**src/common/mem_params.svh**
```systemverilog
`ifndef MEM_PARAMS_SVH
`define MEM_PARAMS_SVH

// core data path width
`define DATA_W 32

// real byte-address bits (64 KiB)
// upper core address bits are dropped so accesses wrap
`define MEM_ADDR_W 16

// register byte offsets on the AXI4-Lite port
`define REG_CTRL       32'h0000_0000
`define REG_FAULT_CNT  32'h0000_0004
`define REG_FAULT_ADDR 32'h0000_0008

`endif

```
**src/common/memPkg.sv**
```systemverilog
package memPkg;

    // core-side memory operation, codes match the core's funct encoding
    typedef enum logic [2:0] {
        LB  = 3'd0,  // load byte, sign extended
        LH  = 3'd1,  // load halfword, sign extended
        LW  = 3'd2,
        LBU = 3'd3,  // load byte, zero extended
        LHU = 3'd4,  // load halfword, zero extended
        SB  = 3'd5,
        SH  = 3'd6,
        SW  = 3'd7
    } memOpT;

    // AXI4-Lite response codes
    // EXOKAY and DECERR are never returned by this slave
    typedef enum logic [1:0] {
        OKAY   = 2'b00,
        SLVERR = 2'b10
    } axiRespT;

    // register selected by an AXI address
    typedef enum logic [1:0] {
        SEL_CTRL,        // bit 0 enables the alignment check
        SEL_FAULT_CNT,   // saturating count of suppressed accesses
        SEL_FAULT_ADDR,  // address of the most recent suppressed access
        SEL_NONE         // unmapped offset
    } regSelT;

endpackage

```
**src/hw/memCtrlRegs.sv**
```systemverilog
`timescale 1ns/1ps
`include "mem_params.svh"

module memCtrlRegs (
    input  logic                 clk,
    input  logic                 reset,
    input  logic [31:0]          awaddr,
    input  logic                 awvalid,
    output logic                 awready,
    input  logic [`DATA_W-1:0]   wdata,
    input  logic [`DATA_W/8-1:0] wstrb,
    input  logic                 wvalid,
    output logic                 wready,
    output memPkg::axiRespT      bresp,
    output logic                 bvalid,
    input  logic                 bready,
    input  logic [31:0]          araddr,
    input  logic                 arvalid,
    output logic                 arready,
    output logic [`DATA_W-1:0]   rdata,
    output memPkg::axiRespT      rresp,
    output logic                 rvalid,
    input  logic                 rready,
    input  logic                 faultPulse,
    input  logic [31:0]          faultAddr,
    output logic                 checkAlign
);
    import memPkg::*;

    typedef enum logic [1:0] {
        W_IDLE,
        W_ACK,   // awready and wready high
        W_RESP   // bvalid high until bready
    } wrStateT;

    typedef enum logic [1:0] {
        R_IDLE,
        R_ACK,   // arready high
        R_DATA   // rvalid high until rready
    } rdStateT;

    wrStateT     wrState;
    rdStateT     rdState;
    regSelT      wrSel;
    regSelT      rdSel;
    logic        wrFire;
    logic        cntClear;
    logic [31:0] faultCnt;
    logic [31:0] faultAddrReg;

    function automatic regSelT decodeReg(input logic [31:0] a);
        case (a)
            `REG_CTRL:       return SEL_CTRL;
            `REG_FAULT_CNT:  return SEL_FAULT_CNT;
            `REG_FAULT_ADDR: return SEL_FAULT_ADDR;
            default:         return SEL_NONE;
        endcase
    endfunction

    // write channel
    always_ff @(posedge clk) begin
        if (reset) begin
            wrState <= W_IDLE;
        end else begin
            case (wrState)
                W_IDLE: begin
                    if (awvalid && wvalid) begin
                        wrState <= W_ACK;
                    end
                end
                W_ACK:  wrState <= W_RESP;
                W_RESP: begin
                    if (bready) begin
                        wrState <= W_IDLE;
                    end
                end
                default: wrState <= W_IDLE;
            endcase
        end
    end

    assign wrFire   = (wrState == W_ACK);  // address and data taken here
    assign awready  = wrFire;
    assign wready   = wrFire;
    assign bvalid   = (wrState == W_RESP);
    assign wrSel    = decodeReg(awaddr);
    assign cntClear = wrFire && (wrSel == SEL_FAULT_CNT);

    always_ff @(posedge clk) begin
        if (wrFire) begin
            if (wrSel == SEL_CTRL || wrSel == SEL_FAULT_CNT) begin
                bresp <= OKAY;
            end else begin
                bresp <= SLVERR;  // read-only or unmapped
            end
        end
    end

    // CTRL lives in byte 0
    always_ff @(posedge clk) begin
        if (reset) begin
            checkAlign <= 1'b0;
        end else if (wrFire && wrSel == SEL_CTRL && wstrb[0]) begin
            checkAlign <= wdata[0];
        end
    end

    // fault tracking, a clear from the bus beats a fault on the same edge
    always_ff @(posedge clk) begin
        if (reset) begin
            faultCnt     <= '0;
            faultAddrReg <= '0;
        end else begin
            if (cntClear) begin
                faultCnt <= '0;
            end else if (faultPulse && faultCnt != '1) begin
                faultCnt <= faultCnt + 32'd1;  // saturates at all ones
            end
            if (faultPulse) begin
                faultAddrReg <= faultAddr;
            end
        end
    end

    // read channel
    always_ff @(posedge clk) begin
        if (reset) begin
            rdState <= R_IDLE;
        end else begin
            case (rdState)
                R_IDLE: begin
                    if (arvalid) begin
                        rdState <= R_ACK;
                    end
                end
                R_ACK:  rdState <= R_DATA;
                R_DATA: begin
                    if (rready) begin
                        rdState <= R_IDLE;
                    end
                end
                default: rdState <= R_IDLE;
            endcase
        end
    end

    assign arready = (rdState == R_ACK);
    assign rvalid  = (rdState == R_DATA);
    assign rdSel   = decodeReg(araddr);

    always_ff @(posedge clk) begin
        if (arready) begin
            rresp <= OKAY;
            case (rdSel)
                SEL_CTRL:       rdata <= {{(`DATA_W-1){1'b0}}, checkAlign};
                SEL_FAULT_CNT:  rdata <= faultCnt;
                SEL_FAULT_ADDR: rdata <= faultAddrReg;
                default: begin
                    rdata <= '0;
                    rresp <= SLVERR;
                end
            endcase
        end
    end

    // write response must stay up until the master takes it
    bvalidHold: assert property (
        @(posedge clk) disable iff (reset) bvalid && !bready |=> bvalid
    ) else $error("bvalid dropped before bready");

endmodule

```
**config.mk**
```make
export PLATFORM = sky130hd
export DESIGN_NAME = memCtrlRegs
export DESIGN_NICKNAME = d
export VERILOG_FILES = /design/src/common/memPkg.sv /design/src/hw/memCtrlRegs.sv
export VERILOG_INCLUDE_DIRS = /design/src /design/src/common
export SDC_FILE = /design/constraint.sdc
export NUM_CORES = 1
export LEC_CHECK = 0
export ABC_AREA = 1
export ABC_CLOCK_PERIOD_IN_PS = 2850
export BUFFER_PORTS_ARGS = -buffer_cell sky130_fd_sc_hd__buf_2
export CAP_MARGIN = 15
export CORE_MARGIN = 8
export CORE_UTILIZATION = 35
export CTS_CLUSTER_SIZE = 16
export DETAILED_ROUTE_END_ITERATION = 10
export GPL_TIMING_DRIVEN = 0
export PLACE_DENSITY_LB_ADDON = 0.2
export SLEW_MARGIN = 20
export SYNTH_ARGS = -nofsm -noshare
export SYNTH_HDL_FRONTEND = slang
export SYNTH_SLANG_ARGS = --single-unit
export TNS_END_PERCENT = 50
```
**constraint.sdc**
```tcl
create_clock -name clk -period 2.85 [get_ports clk]
set_clock_uncertainty 0.1 [all_clocks]
set_input_delay 0.57 -clock clk [delete_from_list [all_inputs] [get_ports clk]]
set_output_delay 0.57 -clock clk [all_outputs]
set_load 0.05 [all_outputs]
```
# Word-level counts from Yosys, hierarchy flattened
# Cells that the tools add are included.
dict set report op_classes {
  addsub 1
  eq_ne 16
  n_mux 11
  n_reduce_logical 16
}
# operator n
set ops {}
lappend ops {{one-hot mux 32 bit (3 select lines)} 1}
lappend ops {{== test 32 x 3 -> 1 bit (second input constant)} 2}
lappend ops {{== test 32 x 4 -> 1 bit (second input constant)} 2}
lappend ops {{logical NOT 32 bit} 2}
lappend ops {{adder 32 x 1 -> 32 bit (second input constant)} 1}
lappend ops {{!= test 32 bit (second input constant)} 1}
lappend ops {{one-hot mux 2 bit (3 select lines)} 4}
lappend ops {{two-way mux 2 bit} 6}
lappend ops {{== test 2 x 1 -> 1 bit (second input constant)} 4}
lappend ops {{logical NOT 2 bit} 4}
lappend ops {{== test 2 bit (second input constant)} 3}
lappend ops {{logical AND 1 bit} 5}
lappend ops {{!= test 2 x 1 -> 1 bit (second input constant)} 2}
lappend ops {{!= test 2 bit (second input constant)} 2}
lappend ops {{AND reduction 2 bit} 2}
lappend ops {{OR reduction 3 bit} 1}
lappend ops {{OR reduction 2 bit} 1}
lappend ops {{logical OR 1 bit} 1}
dict set report word_totals {
  reg_bits 105
  output_inout_bits 42
  wordCells 52
}

# Longest topological paths before layout
# Gate-level depths: netlist of run 1.
dict set report logic_depth {
  depth_word 5
  ltp_mapped 11
}

# Worst setup path before layout of run 1
# OpenSTA, ideal clock, no wires.
dict set report synth_path {
  path_type {register to output}
  start {register rdState[0]}
  end {output arready}
  arrival_time_ns 2.426
  slack_ns -0.246
  stages_incl_launch_ff 3
  path_buffers 0
  cell_sequence {dfxtp_1 > inv_1 > nor2_1}
}
dict set report synth_via {
  elab_chain_len 1
}
# element line
set synth_lines {}
lappend synth_lines {{start, declared} memCtrlRegs.sv:43} ;# rdStateT rdState;
lappend synth_lines {{start signal, assigned} memCtrlRegs.sv:128} ;# rdState <= R_IDLE;
lappend synth_lines {{start signal, assigned} memCtrlRegs.sv:133} ;# rdState <= R_ACK;
lappend synth_lines {{start signal, assigned} memCtrlRegs.sv:136} ;# R_ACK: rdState <= R_DATA;
lappend synth_lines {{== test 2 x 1 -> 1 bit} memCtrlRegs.sv:147} ;# assign arready = (rdState == R_ACK);
lappend synth_lines {{end, declared} memCtrlRegs.sv:19} ;# output logic arready,
# No other way between the ends.

# Final worst setup path of run 1
# Ends and elaborated chain as after synthesis.

==> results.json, run 1 <==
{
  "antenna_found_initial": 0,
  "path_max_fanout": 19,
  "ys_warn_count": 0,
  "clockRootBuffer": "clkbuf_16",
  "synth.area.mux_share_pct": 0,
  "rsz0062_at_grt": "no",
  "initial_core_util_pct": 35.9,
  "core_um2": 14500,
  "antennaDiodeCount": 0,
  "cts_buffers": 9,
  "slowest_stage": "nor2_4",
  "cp_cell_sequence": "inv_1, nor2_4, buf_2",
  "syn_to_final_growth_pct": 24.8,
  "maxSlewViolCount": 0,
  "synth_compound_area_share_pct": 9.83,
  "cap_violations": 0,
  "synth_top_area_cell": "dfxtp_1",
  "vias": 4983,
  "reg2reg_depth": 11,
  "cp_num_buf_inv": 2,
  "avgSynthCellArea_um2": 7.22,
  "yosys.area.top_type_share_pct": 26.5,
  "r2r_end": "faultCnt[26]$_SDFFE_PP0P_",
  "finalHoldWorstSlack_ps": 296,
  "clk_pin_slew_ps": 70,
  "port_buffers": 145,
  "slew-limit-headroom_pct": 58.1,
  "hold_path_depth": 2,
  "yosysUniqueCellTypes": 31,
  "fin_crit_ps": 2360,
  "worstReg2RegStart": "faultCnt[0]$_SDFFE_PP0P_",
  "power.density_nw_per_um2": 493,
  "status": "completed",
  "die_w_um": 138,
  "hold_start": "reset",
  "drt-initial-drc-count": 303,
  "final_layout_size_suffix_gt1_share_pct": 24.0,
  "cpLargestDelayFamily": "simple AND/OR/NAND/NOR gates",
  "synth_simple_gate_area_share_pct": 35.4,
  "final.period_utilization_pct": 82.7,
  "cts_setup_buffers": 0,
  "total_leakage_power_nw": 2.61,
  "peakVddDrop_v": 0.000254,
  "cts_sinks": 103,
  "tritoncts": "built",
  "ctsResizeCount": 0,
  "setup_viol": 0,
  "via_per_inst": 4.66,
  "rrSetupSlack_ps": 650,
  "cts-hold-fix-buffers": 0,
  "cp.required_ps": 2180,
  "ys_seq_area_share_pct": 46.0,
  "finalInstanceArea_um2": 6510,
  "synth_area_um2": 5220,
  "post-place-cells": 1054,
  "fin_ws_ps": 494,
  "crit_type": "flop to output port",
  "fin_cells": 1070,
  "fp-row-count": 44,
  "cp.arrival_ps": 1690,
  "dieArea_um2": 19100,
  "nets": 1022,
  "pin_count": 182,
  "tns_ps": 0,
  "netlist_instances": 723,
  "crit_path_max_incr_delay_ps": 490,
  "grt_start_max_net_pins": 20,
  "routed_wl_um": 16300,
  "gp_congestion": 0.880,
  "grt-ovfl-total": 0,
  "placed_area_um2": 6210,
  "die_height_um": 138,
  "drc": 0,
  "cts_buffer_depth": 2,
  "hold_end": "wrState[1]$_SDFFE_PP0P_",
  "htreeDepth": 3,
  "fin_util_pct": 44.8,
  "synth_top_family_by_area": "simple AND/OR/NAND/NOR gates",
  "grt_pass1_wl_um": 26400,
  "p_total_mw": 3.21,
  "synth_area_leaders": "dfxtp_1, edfxtp_1, nand2_1",
  "synth_xor_area_share_pct": 2.18,
  "grt_pass1_vias": 4842,
  "worstMarginPinSlew_ps": 627,
  "ant_nets": 0,
  "start_kind": "flop",
  "insertion_delay_ps": 360,
  "hp-class": "input pin to flop",
  "dpl.hpwl_um": 13000,
  "end_kind": "output port",
  "synth_seq_cells": 103,
  "hold_violations": 0,
  "max_freq_ghz": 0.424,
  "post-place-ws_ps": 363,
  "drt_first_pass_iters": 4,
  "avgRoutedWirePerCell_um": 15.3,
  "synthAdderAreaFrac_pct": 0.240,
  "grt_usage_pct": 17.1
}
[how the worst max path moves through the flow]
stage	start	end	slack, ps	cells past startpoint
3_5_place_dp	araddr[5]	rdata[20]$_DFFE_PP_	360	8
4_1_cts	rdState[0]$_SDFFE_PP0P_	arready	450	3
5_1_grt	rdState[0]$_SDFFE_PP0P_	arready	360	3
6_report	rdState[0]$_SDFFE_PP0P_	arready	490	3
2_1_floorplan	rdState[0]$_SDFFE_PP0P_	arready	540	2
3_3_place_gp	rdState[0]$_SDFFE_PP0P_	arready	-140	3
[flip-flops by register name, summed over array words and instances (netlist names)]
signal / count
rresp: 1
faultCnt: 32
checkAlign: 1
bresp: 1
rdState: 2
rdata: 32
wrState: 2
faultAddrReg: 32
[cell usage in the layout, fill, tap and decap left out, types with 2 or more instances in the layout]
cell	synthesis	layout
clkbuf_16	0	10
nor3_1	4	4
edfxtp_1	34	34
buf_2	4	149
clkinvlp_4	0	2
conb_1	1	2
dfxtp_1	69	69
nor2_1	174	173
nand2_2	12	12
nand3_1	37	37
clkinv_1	2	2
buf_6	2	2
nand2_4	2	2
inv_1	40	40
clkbuf_1	16	16
a21oi_1	11	11
xor2_1	13	13
a21oi_2	20	20
nand2_1	207	207
nor2_4	2	3
nand4_1	4	4
nand3b_1	2	2
buf_4	3	3
o21ai_0	55	55
[synth_stat cells, drive strengths merged]
cell type and count:
o21a 1, a21oi 31, conb 1, xor2 13
o21ai 55, clkbuf 16, nand3 37, edfxtp 34
inv 41, nor2 177, dfxtp 69, ha 1
nor3b 1, nor3 4, clkinv 2, nand3b 2
or2 1, nand4 4, nand2 222, buf 11
[report_power, final]
group / switching (mW) / internal [mW]
Clock: 0.590 / 0.655
Sequential: 0.0259 / 1.57
Combinational: 0.245 / 0.120
[worst reg2reg max path, delay by kind of cell, from the launching register on]
| family | cells | cell delay, ps |
|---|---|---|
| buffers and inverters | 3 | 390 |
| DFF | 1 | 450 |
| and+or+nand+nor | 6 | 840 |
| AOI/OAI and AO/OA | 1 | 50 |
| adders and majority gates | 1 | 260 |
[cell type report]
cell class / instances / area (um2)
inverter: 43 / 164
sequential: 103 / 2400
clock inverter: 6 / 48.8
buffer: 27 / 160
tap: 184 / 230
fill: 1523 / 8020
timing repair buffer: 146 / 753
multi-input combinational: 551 / 2500
clock buffer: 10 / 250
[routing by layer]
metal	part of all wire [%]	global-route usage [%]	routed length [um]
met2	46	27.0	7540
met1	48	22.3	7770
met5	0	0	0
met4	1.5	6.41	244
met3	4.8	3.60	784
[logic make-up after synthesis]
group	Yosys count
and+or+nand+nor	448
DFF	103
AOI/OAI and AO/OA	87
buffers and inverters	70
xor gates and xnor gates	13
adders and majority gates	1
other	1
No activity file was read; power rests on OpenSTA's default activity.
==> inputs of run 2 (changes only) <==
Settings changed: ABC_AREA 1 to 0, ABC_CLOCK_PERIOD_IN_PS 2850 to 2000.
Clock period 2.85 ns to 2 ns, I/O delays scaled along.
==> run 2 against run 1 <==
Compared with the run above: the flow now finishes with violations (setup timing); core utilization is 4.3 points higher; area after synthesis is 13% lower; global-route usage is 1.1 points lower; critical path depth is 3 higher; register-to-register slack worse by 650 ps; wire length is 16% lower; first-iteration DRC count is 12% higher; non-clock buffer count is 22 higher; flip-flop and latch count stayed put; largest cell class is now flip-flops and latches; highest routed layer unchanged.
==> results.json, run 2 <==
{
  "synthArstFlopShare_pct": 0,
  "drt-initial-drc-count": 340,
  "fp-row-count": 41,
  "ys_warn_count": 0,
  "cap_violations": 0,
  "cts_sinks": 103,
  "avgSynthCellArea_um2": 10.6,
  "pin_count": 182,
  "dieArea_um2": 16900,
  "violations": "setup timing",
  "slew-limit-headroom_pct": 39.3,
  "final.period_utilization_pct": 100,
  "slowest_stage": "or4_4",
  "synth_seq_cells": 103,
  "end_kind": "flop",
  "total_leakage_power_nw": 2.51,
  "cts_buffer_depth": 2,
  "insertion_delay_ps": 350,
  "crit_path_max_incr_delay_ps": 620,
  "clk_pin_slew_ps": 70,
  "hold_violations": 0,
  "finalInstanceArea_um2": 6220,
  "hp-class": "input pin to flop",
  "worstMarginPinSlew_ps": 907,
  "cts_buffers": 9,
  "initial_core_util_pct": 35.8,
  "power.density_nw_per_um2": 711,
  "dpl.hpwl_um": 10000,
  "cp_cell_sequence": "nand4_4, or4_4, nor3_4, buf_6, and3b_1, nor3_2",
  "synth_top_area_cell": "dfxtp_1",
  "clockRootBuffer": "clkbuf_16",
  "nets": 752,
  "cp.arrival_ps": 2170,
  "cts-hold-fix-buffers": 0,
  "netlist_instances": 429,
  "placed_area_um2": 5490,
  "htreeDepth": 3,
  "gp_congestion": 0.809,
  "reg.largest.list": "faultAddrReg (32), faultCnt (32), rdata (32)",
  "ant_nets": 0,
  "grt_usage_pct": 16.0,
  "start_kind": "flop",
  "fin_ws_ps": -0.883,
  "finalHoldWorstSlack_ps": 186,
  "ys_seq_area_share_pct": 52.9,
  "die_w_um": 130,
  "antennaDiodeCount": 0,
  "synth_area_leaders": "dfxtp_1, edfxtp_1, mux2i_1",
  "via_per_inst": 5.15,
  "drc": 0,
  "path_max_fanout": 5,
  "tritoncts": "built",
  "crit_start": "faultCnt[27]$_SDFFE_PP0P_",
  "synth_common_cells": "dfxtp_1, nor2_1, mux2i_1",
  "die_height_um": 130,
  "hold_start": "wvalid",
  "antenna_found_initial": 0,
  "core_um2": 12700,
  "grt_start_max_net_pins": 18,
  "status": "finished with violations",
  "synth.most_common_cell": "dfxtp_1",
  "syn_to_final_growth_pct": 37.0,
  "fin_crit_ps": 2000,
  "drt_first_pass_iters": 4,
  "yosys.area.top_type_share_pct": 30.4,
  "avgRoutedWirePerCell_um": 17.5,
  "final_common_cell": "buf_2",
  "max_freq_ghz": 0.500,
  "grt-ovfl-total": 0,
  "final_layout_size_suffix_gt1_share_pct": 44.0,
  "grt_pass1_wl_um": 21000,
  "rsz0062_at_grt": "yes",
  "vias": 4061,
  "layout_common_cells": "buf_2, nor2_1, dfxtp_1, mux2i_1, edfxtp_1",
  "peakVddDrop_v": 0.000404,
  "routed_wl_um": 13800,
  "crit_type": "flop to flop",
  "yosysUniqueCellTypes": 56,
  "synth_edf_count": 34,
  "setup_viol": 1,
  "port_buffers": 144,
  "grt_pass1_vias": 4038,
  "fin_util_pct": 49.1,
  "synth_area_um2": 4540,
  "ys.flop_type": "dfxtp_1",
  "worstReg2RegStart": "faultCnt[27]$_SDFFE_PP0P_",
  "cp.required_ps": 2170,
  "maxSlewViolCount": 0
}
==> run 2: cell count changes after synthesis, moves of 10 or more <==
| cell | delta |
|---|---|
| nor4_1 | +17 |
| nand2_2 | -11 |
| nand4_1 | +10 |
| o21ai_0 | -47 |
| mux2i_1 | +35 |
| a21oi_2 | -20 |
| nand2_1 | -194 |
| nand3_1 | -25 |
| inv_1 | -35 |
| a22o_1 | +32 |
| nor2_1 | -114 |
==> run 2: worst max-delay path, delay by kind of cell (launching register included) <==
family        cells  cell delay [ps]
buf+inv           1              160
flops             1              370
simple gates      5             1300
==> run 2: power breakdown <==
group | switching, mW | leakage, nW | total, mW | internal, mW
Combinational | 0.302 | 1.50 | 0.471 | 0.169
Clock | 0.746 | 0.135 | 1.69 | 0.948
Sequential | 0.0416 | 0.881 | 2.26 | 2.22
Total | 1.09 | 2.51 | 4.42 | 3.33
==> run 2: worst paths after layout <==
path | end | slack, ps | depth (start not counted)
worst min-delay path | wrState[0]$_SDFFE_PP0P_ | 190 | 3
worst max-delay path | faultCnt[8]$_SDFFE_PP0P_ | -0.9 | 6
worst min register to register | wrState[0]$_SDFFE_PP0P_ | 350 | 1
worst max register to register | faultCnt[8]$_SDFFE_PP0P_ | -0.9 | 6
==> run 2: timing repair <==
item | in CTS | in global routing
setup buffers | 3 | 22
pin swaps | 1 | 14
endpoints found under the setup margin | 73 | 56
gates cloned | 1 | 3
hold endpoints to repair | 0 | 0
resized for setup | 43 | 59
==> run 2: kinds of logic (layout without fill, tap and decap cells) <==
kind of cell               count (synthesis)  count (layout)  share of synthesized area [%]
xor gates and xnor gates                  10              10                           1.93
buffers and inverters                     32             216                           3.44
adders and majority gates                  1               1                          0.276
DFF                                      103             103                           52.9
AOI/OAI and AO/OA                         77              77                           12.3
other                                      1               2                         0.0826
and+or+nand+nor                          169             171                           21.1
muxes                                     36              36                           7.96
==> run 2: metrics by stage <==
step	instances	power [mW]	TNS (ps)	setup WS, ps
final	788	4.42	-0.883	-0.883
after global routing	788	4.59	-347	-60.7
after CTS	765	4.47	-421	-78.8
after detailed placement	746	2.78	-44900	-713
after global placement	746	2.77	-41720	-671
after floorplan	430	2.60	-98.3	-9.83
==> run 2: layout make-up <==
cell class | instances | area (um2)
sequential | 103 | 2480
timing repair buffer | 171 | 927
multi-input combinational | 297 | 2130
buffer | 24 | 151
clock buffer | 14 | 274
tap | 172 | 215
clock inverter | 2 | 15.0
inverter | 5 | 18.8
fill | 1169 | 6450
==> run 2: routing by layer <==
layer	up-vias	share of wire, %	track usage, %
met4	0	1.5	6.42
met5	-	0	0
met1	1952	44	19.9
met3	14	3.9	2.00
li1	1997	-	-
met2	98	50	27.5
