File: config.mk
export PLATFORM = sky130hd
export DESIGN_NAME = loadStoreUnit
export DESIGN_NICKNAME = d
export VERILOG_FILES = /design/src/common/memPkg.sv /design/src/dataMem/loadStoreUnit.sv
export VERILOG_INCLUDE_DIRS = /design/src /design/src/common
export SDC_FILE = /design/constraint.sdc
export NUM_CORES = 1
export LEC_CHECK = 0
export BUFFER_PORTS_ARGS = -buffer_cell sky130_fd_sc_hd__buf_2
export CORE_AREA = 2 2 84 86
export DETAILED_ROUTE_END_ITERATION = 8
export DIE_AREA = 0 0 86 88
export PLACE_DENSITY = 0.55
export SYNTH_ARGS = -nofsm -noshare
export SYNTH_HDL_FRONTEND = slang
export SYNTH_SLANG_ARGS = --single-unit
File: constraint.sdc
create_clock -name vclk -period 1.65
set_input_delay 0.0825 -clock vclk [all_inputs]
set_output_delay 0.0825 -clock vclk [all_outputs]
set_load 0.01 [all_outputs]
File: src/common/mem_params.svh
`ifndef MEM_PARAMS_SVH
`define MEM_PARAMS_SVH

// core data path width
`define DATA_W 32

// real byte-address bits (64 KiB)
// upper core address bits are dropped so accesses wrap
`define MEM_ADDR_W 16

// register byte offsets on the AXI4-Lite port
`define REG_CTRL       32'h0000_0000
`define REG_FAULT_CNT  32'h0000_0004
`define REG_FAULT_ADDR 32'h0000_0008

`endif

File: src/common/memPkg.sv
package memPkg;

    // core-side memory operation, codes match the core's funct encoding
    typedef enum logic [2:0] {
        LB  = 3'd0,  // load byte, sign extended
        LH  = 3'd1,  // load halfword, sign extended
        LW  = 3'd2,
        LBU = 3'd3,  // load byte, zero extended
        LHU = 3'd4,  // load halfword, zero extended
        SB  = 3'd5,
        SH  = 3'd6,
        SW  = 3'd7
    } memOpT;

    // AXI4-Lite response codes
    // EXOKAY and DECERR are never returned by this slave
    typedef enum logic [1:0] {
        OKAY   = 2'b00,
        SLVERR = 2'b10
    } axiRespT;

    // register selected by an AXI address
    typedef enum logic [1:0] {
        SEL_CTRL,        // bit 0 enables the alignment check
        SEL_FAULT_CNT,   // saturating count of suppressed accesses
        SEL_FAULT_ADDR,  // address of the most recent suppressed access
        SEL_NONE         // unmapped offset
    } regSelT;

endpackage

File: src/dataMem/loadStoreUnit.sv
`timescale 1ns/1ps
`include "mem_params.svh"

module loadStoreUnit (
    input  memPkg::memOpT          memOp,
    input  logic [31:0]            addr,
    input  logic [`DATA_W-1:0]     writeData,
    input  logic                   checkAlign,
    output logic [`DATA_W-1:0]     readData,
    output logic                   misaligned,
    output logic                   faultPulse,
    output logic [31:0]            faultAddr,
    output logic [`MEM_ADDR_W-1:0] laneAddr,
    output logic [3:0]             byteEn,
    output logic [31:0]            wrLanes,
    input  logic [31:0]            rdLanes
);
    import memPkg::*;

    typedef enum logic [1:0] {
        SZ_BYTE,
        SZ_HALF,
        SZ_WORD
    } accSizeT;

    accSizeT     accSize;
    logic        isStore;
    logic        isSigned;
    logic        suppress;
    logic [3:0]  sizeMask;
    logic [31:0] loadVal;

    // operation decode
    always_comb begin
        accSize  = SZ_WORD;
        isSigned = 1'b0;
        isStore  = 1'b0;
        case (memOp)
            LB: begin
                accSize  = SZ_BYTE;
                isSigned = 1'b1;
            end
            LH: begin
                accSize  = SZ_HALF;
                isSigned = 1'b1;
            end
            LW:  accSize = SZ_WORD;
            LBU: accSize = SZ_BYTE;
            LHU: accSize = SZ_HALF;
            SB: begin
                accSize = SZ_BYTE;
                isStore = 1'b1;
            end
            SH: begin
                accSize = SZ_HALF;
                isStore = 1'b1;
            end
            SW: begin
                accSize = SZ_WORD;
                isStore = 1'b1;
            end
            default: accSize = SZ_WORD;
        endcase
    end

    // natural alignment per access size
    always_comb begin
        case (accSize)
            SZ_HALF: misaligned = addr[0];
            SZ_WORD: misaligned = |addr[1:0];
            default: misaligned = 1'b0;  // bytes are always aligned
        endcase
    end

    assign suppress   = misaligned && checkAlign;
    assign faultPulse = suppress;
    assign faultAddr  = addr;

    always_comb begin
        case (accSize)
            SZ_BYTE: sizeMask = 4'b0001;
            SZ_HALF: sizeMask = 4'b0011;
            default: sizeMask = 4'b1111;
        endcase
    end

    assign laneAddr = addr[`MEM_ADDR_W-1:0];  // upper bits dropped
    assign wrLanes  = writeData;              // lane 0 holds the low byte
    assign byteEn   = (isStore && !suppress) ? sizeMask : 4'b0000;

    // little-endian load with sign or zero extension
    always_comb begin
        if (isStore) begin
            loadVal = rdLanes;  // stores show the addressed word
        end else begin
            case (accSize)
                SZ_BYTE: loadVal = {{24{isSigned & rdLanes[7]}}, rdLanes[7:0]};
                SZ_HALF: loadVal = {{16{isSigned & rdLanes[15]}}, rdLanes[15:0]};
                default: loadVal = rdLanes;
            endcase
        end
        readData = suppress ? '0 : loadVal;
    end

    // loads never write and faults need a misaligned halfword or word op
    always_comb begin
        assert final ((memOp inside {SB, SH, SW}) || byteEn == 4'b0000)
            else $error("byte enables active on load op %s", memOp.name());
        assert final (!faultPulse || (checkAlign &&
                      ((memOp inside {LH, LHU, SH} && addr[0]) ||
                       (memOp inside {LW, SW} && addr[1:0] != 2'b00))))
            else $error("fault raised for aligned address %h", addr);
    end

endmodule

Word level (Yosys, flattened, before mapping) --
Index checks and enable logic that the tools add are counted. Widths: inputs -> output; s select.
Storage, ports and cells: bits in registers 0, word-level logic and storage cells 31, output and inout bits 118
Cells by class: equal/unequal tests 9, bitwise logic cells 2, reduce and logical (&&, ||, !) cells 11, muxes and demuxes 9
Operators with widths (number):
- $mux 32 | 2
- $pmux 32 s2 | 1
- $eq 3x3->1 const B | 4
- $reduce_or 3->1 | 3
- $pmux 4 s2 | 1
- $eq 3x2->1 const B | 2
- $pmux 2 s3 | 1
- $reduce_or 2->1 | 3
- $mux 4 | 1
- $eq 3x1->1 const B | 1
- $logic_not 3->1 | 1
- $and 1x1->1 | 2
- $eq 2x1->1 const B | 1
- $eq 2x2->1 const B | 1
- $logic_and 1x1->1 | 2
- $logic_not 2->1 | 1
- $mux 1 | 2
- $pmux 1 s2 | 1
- $logic_not 1->1 | 1

Logic depth before layout (Yosys ltp) --
Gate-level depths: netlist (run 1).
depth in word-level cells 9, depth in mapped cells 9

Worst setup path before layout (run 1) --
Ideal clock, no wire load.
path type in2out, from input memOp[2], to output byteEn[3], path buffers 2, stages on the path 9, path slack 0.044 ns, arrival 1.523 ns, cell sequence nor2_1 > a21o_1 > inv_1 > ha_1 > nor2_2 > clkbuf_1 > nand2_1 > nor2_1 > buf_4
On the way: word-level cells in the longest chain between the ends 9, elaborated cells on any way between the ends 23
RTL lines:
- from (decl) | RTL line loadStoreUnit.sv:5 | input memPkg::memOpT memOp,
- $eq 3x3->1, or another cell as far along | RTL line loadStoreUnit.sv:38 | case (memOp)
- $reduce_or 3->1 (no source line) / $reduce_or 2->1 (equally long branches)
- $pmux 2 s3 | RTL line loadStoreUnit.sv:38
- $eq 2x2->1 / $eq 2x1->1 (equally long branches) | RTL line loadStoreUnit.sv:68, loadStoreUnit.sv:80
- $pmux 1 s2 | RTL line loadStoreUnit.sv:68 | case (accSize)
- $logic_and 1x1->1 | RTL line loadStoreUnit.sv:75 | assign suppress = misaligned && checkAlign;
- $logic_not 1->1 | RTL line loadStoreUnit.sv:89 | assign byteEn = (isStore && !suppress) ? sizeMask : 4'b0000;
- $logic_and 1x1->1 | RTL line loadStoreUnit.sv:89
- $mux 4 * | RTL line loadStoreUnit.sv:89
- to (decl) | RTL line loadStoreUnit.sv:14 | output logic [3:0] byteEn,
Every way passes the cells marked *; elsewhere a longest branch is shown, timed or not.

Worst setup path in the final report (run 1) --
from input memOp[2], to output readData[13]
On the way: word-level cells in the longest chain between the ends 7, elaborated cells on any way between the ends 25
RTL lines:
- $eq 3x3->1, or another cell as far along | RTL line loadStoreUnit.sv:38
- $reduce_or 3->1 (no source line) / $reduce_or 2->1 (equally long branches)
- $pmux 2 s3 / $mux 1 (equally long branches) | RTL line loadStoreUnit.sv:38
- $eq 2x1->1, or another cell as far along | RTL line loadStoreUnit.sv:68, loadStoreUnit.sv:96
- $pmux 32 s2 / $pmux 1 s2 (equally long branches) | RTL line loadStoreUnit.sv:96, loadStoreUnit.sv:68
- $mux 32 / $logic_and 1x1->1 (equally long branches) | RTL line loadStoreUnit.sv:93, loadStoreUnit.sv:75
- $mux 32 * | RTL line loadStoreUnit.sv:102 | readData = suppress ? '0 : loadVal;
- to (decl) | RTL line loadStoreUnit.sv:9 | output logic [`DATA_W-1:0] readData,
Marked as above.

==> results.tsv, run 1 <==
stage	metric	value	unit
cells_and_area	Seq cells	0	
timing	max-slew violation count	0	
grt	Total Routing Usage GR	7.01	%
synthesis	Synth Area in Compound Gates	26.5	%
synthesis	post-synthesis simple-gate area fraction	9.93	%
setup_path	Setup crit start kind	input port	
cells_and_area	Multi-input gate area	553	sq um
floorplanning	row cnt	30	
setup_path	worst path required time	1570	ps
placement	gpl congestion	0.723	
floorplanning	Die H	88	um
setup_path	CP startpoint	memOp[2]	
cells_and_area	clk_buf instances	0	
grt	antenna violations before repair	0	
placement	HPWL Detailed	2.51	mm
timing	Hold Slack	165	ps
drt	WL per Instance	13.5	um
cells_and_area	fin nets	280	
hold_path	Hold Path Sink	faultAddr[19]	
synthesis	Yosys top cell area share	56.9	%
synthesis	synth top area cells	buf_4 57%, a21oi_1 11%, o21ai_0 10%	
power_and_ir_drop	worst IR drop on VDD	0.0790	mV
timing	fmax	0.604	GHz
placement	port bufs	80	
synthesis	warning count from the yosys run	0	
timing	fin crit period	1660	ps
synthesis	largest family of logic cells by synthesized area	buffers and inverters	
clock_tree	CTS Hold Bufs	0	
timing	period utilization	100	%
grt	largest net degree at the start of global routing	28	
synthesis	commonest cells in the netlist	84 x buf_4, 25 x a21oi_1, 23 x o21ai_0	
grt	vias in the first global route	879	
setup_path	Crit Path Max Fanout	6	
grt	M3 GR Usage	2.73	%
grt	GR Util met2	12.5	%
cells_and_area	Fillers	744	
synthesis	Yosys cell types	20	
grt	first-pass GRT wire length	4.29	mm
drt	Remaining DRCs	0	
timing	final-report hold violation count	0	
flow_run	MaxCap Viol Count	0	
synthesis	Seq/Total Area, Yosys	0	%
synthesis	Post-Synth XOR/XNOR Area	0.790	%
floorplanning	initial core utilization	16.7	%
floorplanning	Ports	218	
drt	Final ANT Viol Nets	0	
cells_and_area	final antenna diode count	0	
synthesis	post-synthesis net count	272	
floorplanning	die width	86	um
power_and_ir_drop	power density over the cells	366	nW/um^2
timing	setup TNS	-6.80	ps
cells_and_area	Reg area	0	sq um
timing	final setup vio count	1	
grt	grt met1 use	7.36	%
cells_and_area	layout cells sized above 1	66.3	%
drt	Routed WL	3.44	mm
hold_path	worst hold path class	in2out	
synthesis	Syn Std Cell Area	1110	sq um
outcome	failing checks	setup timing	
synthesis	most frequent cell after synthesis	buf_4	
setup_path	critical path class	in2out	
synthesis	post-synthesis adder-cell area fraction	3.39	%
grt	Overflow after GRT	0	
cells_and_area	Non-Filler Instances	255	
hold_path	Hold Crit Start	addr[19]	
synthesis	syn_area_per_cell	6.56	sq um
timing	actual slew at the worst max-slew pin	488	ps
setup_path	Worst Setup End Kind	output port	
timing	PnR worst setup slack	-6.80	ps
synthesis	mux contribution to synthesized area	0	%
drt	DR vias/cell	4.12	
placement	Inst Count DP	248	
timing	RSZ-0062 raised after global routing	yes	
grt	GR peak layer	met2	
placement	post-place setup slack	-73.7	ps
hold_path	hold depth	0	
setup_path	Critical Path AT	1570	ps
synthesis	area leader, netlist	buf_4	
floorplanning	core box area	6640	sq um
cells_and_area	area delta synth->final	14.0	%
outcome	status	finished, violations left	
synthesis	Cells after Synth	169	
floorplanning	die footprint	7570	sq um
drt	DRT Pass-1 Iters	4	
timing	Slew HR	67.5	%
drt	vias	1050	
drt	DRT iter0 DRCs	35	
power_and_ir_drop	leakage power	0.627	nW
critical path, cell delays in order:
cell,delay (ps)
buf_8,110
nor2b_4,110
a21o_1,200
inv_2,90
ha_4,140
o21ai_4,60
a211oi_4,290
buf_6,170
buf_6,130
a21oi_1,50
buf_2,150
what timing repair did:
action	CTS	global route
setup endpoints to repair	35	37
buffers inserted	1	3
gates cloned	0	3
pin swaps	1	4
resized for setup	8	31
how the worst max path moves through the flow:
stage,slack (ps),depth (start not counted),endpoint
floorplan,40,9,byteEn[3]
global placement,-10,10,readData[10]
detailed placement,-70,10,readData[9]
CTS,-30,10,byteEn[2]
global route,-70,11,readData[13]
finish,-7,11,readData[13]
routing by layer:
layer / wire (um) / up-vias
li1: - / 489
met1: 1220 / 449
met2: 1680 / 85
met3: 430 / 27
met4: 112 / 0
met5: 0 / -
cells by family after synthesis:
kind of cell               count (synthesis)
AOI/OAI and AO/OA                         54
xor gates and xnor gates                   1
adders and majority gates                  3
buffers and inverters                     91
and+or+nand+nor                           20
metrics by stage:
step,cell area (sq um),total power [W],utilization (%)
6_report,1260,0.000462,19.0
4_1_cts,1090,0.000415,16.5
5_1_grt,1260,0.000508,19.0
3_3_place_gp,1050,0.000394,15.8
2_1_floorplan,1110,0.000403,-
3_5_place_dp,1050,0.000398,15.8
cell type report:
type / count / area share [%]
Multi-Input combinational cell: 78 / 43.8
Inverter: 3 / 0.891
Tap cell: 80 / 7.92
Timing Repair Buffer: 94 / 47.4
placed cells by master, fill, tap and decap left out, types with 2 or more instances in the layout:
| cell | n |
|---|---|
| inv_2 | 2 |
| buf_12 | 3 |
| buf_2 | 78 |
| ha_4 | 2 |
| nor2b_4 | 2 |
| o21ai_1 | 6 |
| nor2b_1 | 7 |
| nand2_1 | 3 |
| o21ai_0 | 18 |
| buf_6 | 7 |
| a21oi_2 | 6 |
| a21oi_1 | 19 |
| buf_4 | 4 |
power by group:
part           switching, W  total [W]  internal [W]
Clock                     0          0             0
Combinational      0.000236   0.000462      0.000226
Sequential                0          0             0
Power figures use the tool's default switching activity.
==> run 2: changes to the inputs <==
--- a/config.mk
+++ b/config.mk
@@ -7,10 +7,12 @@
 export NUM_CORES = 1
 export LEC_CHECK = 0
 export BUFFER_PORTS_ARGS = -buffer_cell sky130_fd_sc_hd__buf_2
+export CAP_MARGIN = 20
 export CORE_AREA = 2 2 84 86
 export DETAILED_ROUTE_END_ITERATION = 8
 export DIE_AREA = 0 0 86 88
 export PLACE_DENSITY = 0.55
+export SETUP_SLACK_MARGIN = 0.15
 export SYNTH_ARGS = -nofsm -noshare
 export SYNTH_HDL_FRONTEND = slang
 export SYNTH_SLANG_ARGS = --single-unit
==> run 2 against run 1 <==
The run now ends clean. Via count rose by 5.7%. Flip-flop and latch count did not move. Final area rose by 14%. Critical path depth fell by 1. Worst hold slack did not move. Critical path type unchanged.
==> results.tsv, run 2 (same netlist as run 1, synthesis figures left out) <==
stage	metric	value	unit
drt	Routed WL	3.89	mm
setup_path	Crit Path Max Fanout	8	
cells_and_area	fin nets	289	
grt	largest net degree at the start of global routing	15	
grt	vias in the first global route	1031	
setup_path	worst path required time	1570	ps
floorplanning	row cnt	30	
cells_and_area	Reg area	0	sq um
setup_path	Critical Path AT	1560	ps
timing	actual slew at the worst max-slew pin	389	ps
drt	WL per Instance	14.7	um
placement	port bufs	80	
placement	gpl congestion	0.653	
placement	Inst Count DP	250	
setup_path	Setup crit start kind	input port	
timing	final setup vio count	0	
drt	DRT Pass-1 Iters	4	
grt	first-pass GRT wire length	5.27	mm
floorplanning	core box area	6640	sq um
setup_path	CP startpoint	memOp[2]	
cells_and_area	area delta synth->final	30.2	%
cells_and_area	layout cells sized above 1	75.5	%
cells_and_area	Non-Filler Instances	264	
floorplanning	Die H	88	um
timing	Slew HR	74.0	%
cells_and_area	Seq cells	0	
drt	vias	1110	
cells_and_area	fin util	21.7	%
timing	fmax	0.607	GHz
cells_and_area	most common cell after layout, fill and taps aside	buf_2	
hold_path	worst hold path class	in2out	
cells_and_area	final antenna diode count	0	
grt	Overflow after GRT	0	
drt	DRT iter0 DRCs	31	
cells_and_area	most frequent cells in the layout	76 x buf_2, 17 x a21oi_2, 15 x o21ai_0	
timing	period utilization	99.8	%
floorplanning	die width	86	um
cells_and_area	clk_buf instances	0	
setup_path	Worst Setup End Kind	output port	
placement	HPWL Detailed	2.77	mm
outcome	status	completed	
placement	Placed Area	1030	sq um
power_and_ir_drop	worst IR drop on VDD	0.0727	mV
floorplanning	die footprint	7570	sq um
hold_path	Hold Crit Start	addr[22]	
timing	Hold Slack	165	ps
setup_path	critical path class	in2out	
drt	DR vias/cell	4.20	
floorplanning	initial core utilization	16.7	%
drt	Remaining DRCs	0	
drt	Final ANT Viol Nets	0	
timing	fin crit period	1650	ps
floorplanning	Ports	218	
timing	RSZ-0062 raised after global routing	yes	
power_and_ir_drop	leakage power	0.700	nW
grt	antenna violations before repair	0	
cells_and_area	Final Instance Area	1440	sq um
flow_run	MaxCap Viol Count	0	
timing	max-slew violation count	0	
power_and_ir_drop	power density over the cells	368	nW/um^2
grt	Total Routing Usage GR	8.79	%
timing	final-report hold violation count	0	
## run 2: cell types whose count changed in the layout (fill, tap and decap cells not counted), sizes merged
| cell | change |
|---|---|
| clkbuf | +1 |
| buf | +8 |
## run 2: routing by layer
layer  wire [um]  part of all wire (%)  global-route usage (%)
met2        2030                    52                    16.7
met5           0                     0                       0
met1        1280                    33                    8.83
met3         342                   8.8                    1.41
met4         243                   6.2                    5.77
## run 2: report_power, final
group          switching, W  internal, W
Combinational      0.000264     0.000267
Clock                     0            0
Sequential                0            0
Total              0.000264     0.000267
## run 2: final timing paths
check,end,slack (ps),cells after the start
max,readData[11],4,10
min,faultAddr[22],170,0
## run 2: area by class of cell
cell class                      count  area (sq um)
Fill cell                         736          5200
Timing Repair Buffer              103           709
Multi-Input combinational cell     78           623
Tap cell                           80           100
Inverter                            3          11.3
## run 2: worst max-delay path, stage by stage
cell	delay, ps
buf_8	110
nor2b_4	110
a21o_1	170
buf_4	140
ha_4	160
buf_6	120
nand2b_2	220
o21ai_0	220
a21oi_2	80
buf_2	150
## run 2: repair_timing
| action | CTS | global route |
|---|---|---|
| pin swaps | 9 | 3 |
| cloned | 4 | 2 |
| gates resized for setup | 53 | 22 |
| buffers inserted | 6 | 2 |
| endpoints found under the setup margin | 37 | 37 |
| hold buffers | 0 | 0 |
## run 2: per-stage QoR
stage	setup slack, ps	power [W]	setup TNS (ps)
6_report	3.77	0.000531	0
5_1_grt	-91.2	0.000577	-2060
4_1_cts	44.4	0.000494	0
3_5_place_dp	-52.0	0.000395	-1200
3_3_place_gp	-12.1	0.000391	-147
2_1_floorplan	141	0.000406	0
==> run 3: changes to the inputs <==
--- a/config.mk
+++ b/config.mk
@@ -6,12 +6,13 @@
 export SDC_FILE = /design/constraint.sdc
 export NUM_CORES = 1
 export LEC_CHECK = 0
+export ABC_AREA = 1
 export BUFFER_PORTS_ARGS = -buffer_cell sky130_fd_sc_hd__buf_2
 export CAP_MARGIN = 20
-export CORE_AREA = 2 2 84 86
+export CORE_AREA = 2 2 85 87
 export DETAILED_ROUTE_END_ITERATION = 8
-export DIE_AREA = 0 0 86 88
-export PLACE_DENSITY = 0.55
+export DIE_AREA = 0 0 87 89
+export PLACE_DENSITY = 0.56
 export SETUP_SLACK_MARGIN = 0.15
 export SYNTH_ARGS = -nofsm -noshare
 export SYNTH_HDL_FRONTEND = slang
==> run 3 against run 2 <==
Cell count up 7.2%. Area after synthesis up 12%. Utilization up 0.20 points. Global-route usage down 0.77 points.
==> results.tsv, run 3 <==
stage	metric	value	unit
outcome	status	completed	
timing	final-report hold violation count	0	
cells_and_area	area delta synth->final	19.2	%
hold_path	worst hold path class	in2out	
synthesis	area leader, netlist	buf_4	
timing	fin crit period	1630	ps
drt	WL per Instance	12.7	um
cells_and_area	most common cell after layout, fill and taps aside	buf_2	
timing	Hold Slack	165	ps
synthesis	synth top area cells	buf_4 49%, nand2_1 12%, a21oi_2 7.1%	
floorplanning	die footprint	7740	sq um
placement	gpl congestion	0.714	
cells_and_area	Fillers	749	
setup_path	critical path class	in2out	
synthesis	Seq/Total Area, Yosys	0	%
power_and_ir_drop	leakage power	0.796	nW
setup_path	Crit Path Max Fanout	8	
synthesis	syn_area_per_cell	6.51	sq um
drt	vias	1161	
floorplanning	row cnt	30	
flow_run	MaxCap Viol Count	0	
hold_path	Hold Crit Start	addr[25]	
floorplanning	initial core utilization	18.4	%
synthesis	Cells after Synth	190	
floorplanning	core box area	6720	sq um
power_and_ir_drop	internal power	0.000261	W
synthesis	post-synthesis net count	293	
timing	period utilization	98.6	%
placement	port bufs	80	
timing	RSZ-0062 raised after global routing	yes	
cells_and_area	Non-Filler Instances	283	
placement	HPWL Detailed	2.58	mm
drt	Remaining DRCs	0	
setup_path	Critical Path AT	1540	ps
power_and_ir_drop	switching share of power	54.2	%
drt	DRT Pass-1 Iters	4	
cells_and_area	Seq cells	0	
cells_and_area	Reg area	0	sq um
timing	actual slew at the worst max-slew pin	584	ps
synthesis	Yosys cell types	22	
grt	largest net degree at the start of global routing	26	
power_and_ir_drop	Seq pwr share	0	%
floorplanning	Die H	89	um
timing	setup TNS	0	ps
synthesis	Syn Std Cell Area	1240	sq um
drt	DRT iter0 DRCs	12	
grt	Total Routing Usage GR	8.03	%
cells_and_area	layout cells sized above 1	78.8	%
setup_path	Worst Setup End Kind	output port	
setup_path	Setup crit start kind	input port	
grt	vias in the first global route	986	
cells_and_area	fin nets	308	
drt	Final ANT Viol Nets	0	
power_and_ir_drop	power density over the cells	386	nW/um^2
power_and_ir_drop	Logic pwr share	100.0	%
synthesis	Yosys top cell area share	49.2	%
drt	Routed WL	3.60	mm
synthesis	commonest cells in the netlist	81 x buf_4, 41 x nand2_1, 16 x inv_1	
setup_path	CP startpoint	memOp[0]	
timing	fmax	0.615	GHz
setup_path	worst path required time	1570	ps
hold_path	hold depth	0	
power_and_ir_drop	worst IR drop on VDD	0.111	mV
floorplanning	die width	87	um
power_and_ir_drop	switching power	0.000309	W
cells_and_area	clk_buf instances	0	
floorplanning	Ports	218	
timing	max-slew violation count	0	
synthesis	most frequent cell after synthesis	buf_4	
power_and_ir_drop	clock network fraction of total power	0	%
grt	antenna violations before repair	0	
grt	Overflow after GRT	0	
grt	first-pass GRT wire length	4.76	mm
cells_and_area	final antenna diode count	0	
timing	Slew HR	61.1	%
synthesis	warning count from the yosys run	0	
drt	DR vias/cell	4.10	
placement	Inst Count DP	275	
cells_and_area	most frequent cells in the layout	75 x buf_2, 17 x nand2_1, 16 x nand2_2	
timing	final setup vio count	0	
==> run 3: cell count changes in the layout (fill, tap and decap cells not counted), moves of 8 or more <==
| cell | change |
|---|---|
| o21ai_0 | -15 |
| o21ai_1 | -9 |
| nand2_4 | +8 |
| inv_1 | +9 |
| nand2_2 | +14 |
| nand2_1 | +16 |
==> run 3: cell type report <==
cell class,count,area [sq um],area share [%]
multi-input cells,89,721,48.9
repair buffers,96,571,38.7
well taps,80,100,6.79
inverters,18,82.6,5.60
==> run 3: worst max-delay path: stages <==
cell      delay, ps
buf_8           100
nor2_4           90
inv_2            40
o211ai_1        140
inv_1           130
ha_4            190
or2_4           310
nand2_8         150
nand2_2          50
a21oi_1         110
buf_2           140
==> run 3: what timing repair did <==
item                                    CTS  global route
resized for setup                        50            21
setup buffers                             4             2
hold buffers                              0             0
cloned                                    2             0
endpoints found under the setup margin   37            37
endpoints found under the hold margin     0             0
pin swaps                                30             8
==> run 3: final timing paths <==
kind	to	slack, ps
worst min-delay path	faultAddr[25]	170
worst max-delay path	readData[18]	20
==> run 3: logic make-up after synthesis <==
| family | share of synthesized area (%) |
|---|---|
| buffers and inverters | 59.9 |
| and+or+nand+nor | 22.9 |
| AOI/OAI and AO/OA | 14.2 |
| adders and majority gates | 3.04 |
==> run 3: power groups by stage <==
| stage | combinational (W) | clock [W] | sequential [W] |
|---|---|---|---|
| 4_1_cts | 0.000534 | 0 | 0 |
| 2_1_floorplan | 0.000447 | 0 | 0 |
| 5_1_grt | 0.000617 | 0 | 0 |
| 6_report | 0.000570 | 0 | 0 |
| 3_5_place_dp | 0.000428 | 0 | 0 |
| 3_3_place_gp | 0.000422 | 0 | 0 |
==> run 3: metrics by stage <==
step	instance area [sq um]	utilization (%)	worst slack [ps]	total power, W
final	1470	21.9	22.9	0.000570
after global routing	1470	21.9	-56.4	0.000617
after CTS	1380	20.5	45.6	0.000534
after detailed placement	1150	17.1	-113	0.000428
after global placement	1150	17.1	-74.6	0.000422
after floorplan	1240	-	153	0.000447
==> run 3: routing by layer <==
| layer | routed length, um | vias to the layer above | share of wire [%] | global-route usage [%] |
|---|---|---|---|---|
| met5 | 0 | - | 0 | 0 |
| met4 | 208 | 0 | 5.8 | 4.55 |
| met3 | 344 | 32 | 9.6 | 1.39 |
| met2 | 1900 | 93 | 53 | 17.0 |
| met1 | 1140 | 501 | 32 | 6.90 |
| li1 | - | 535 | - | - |
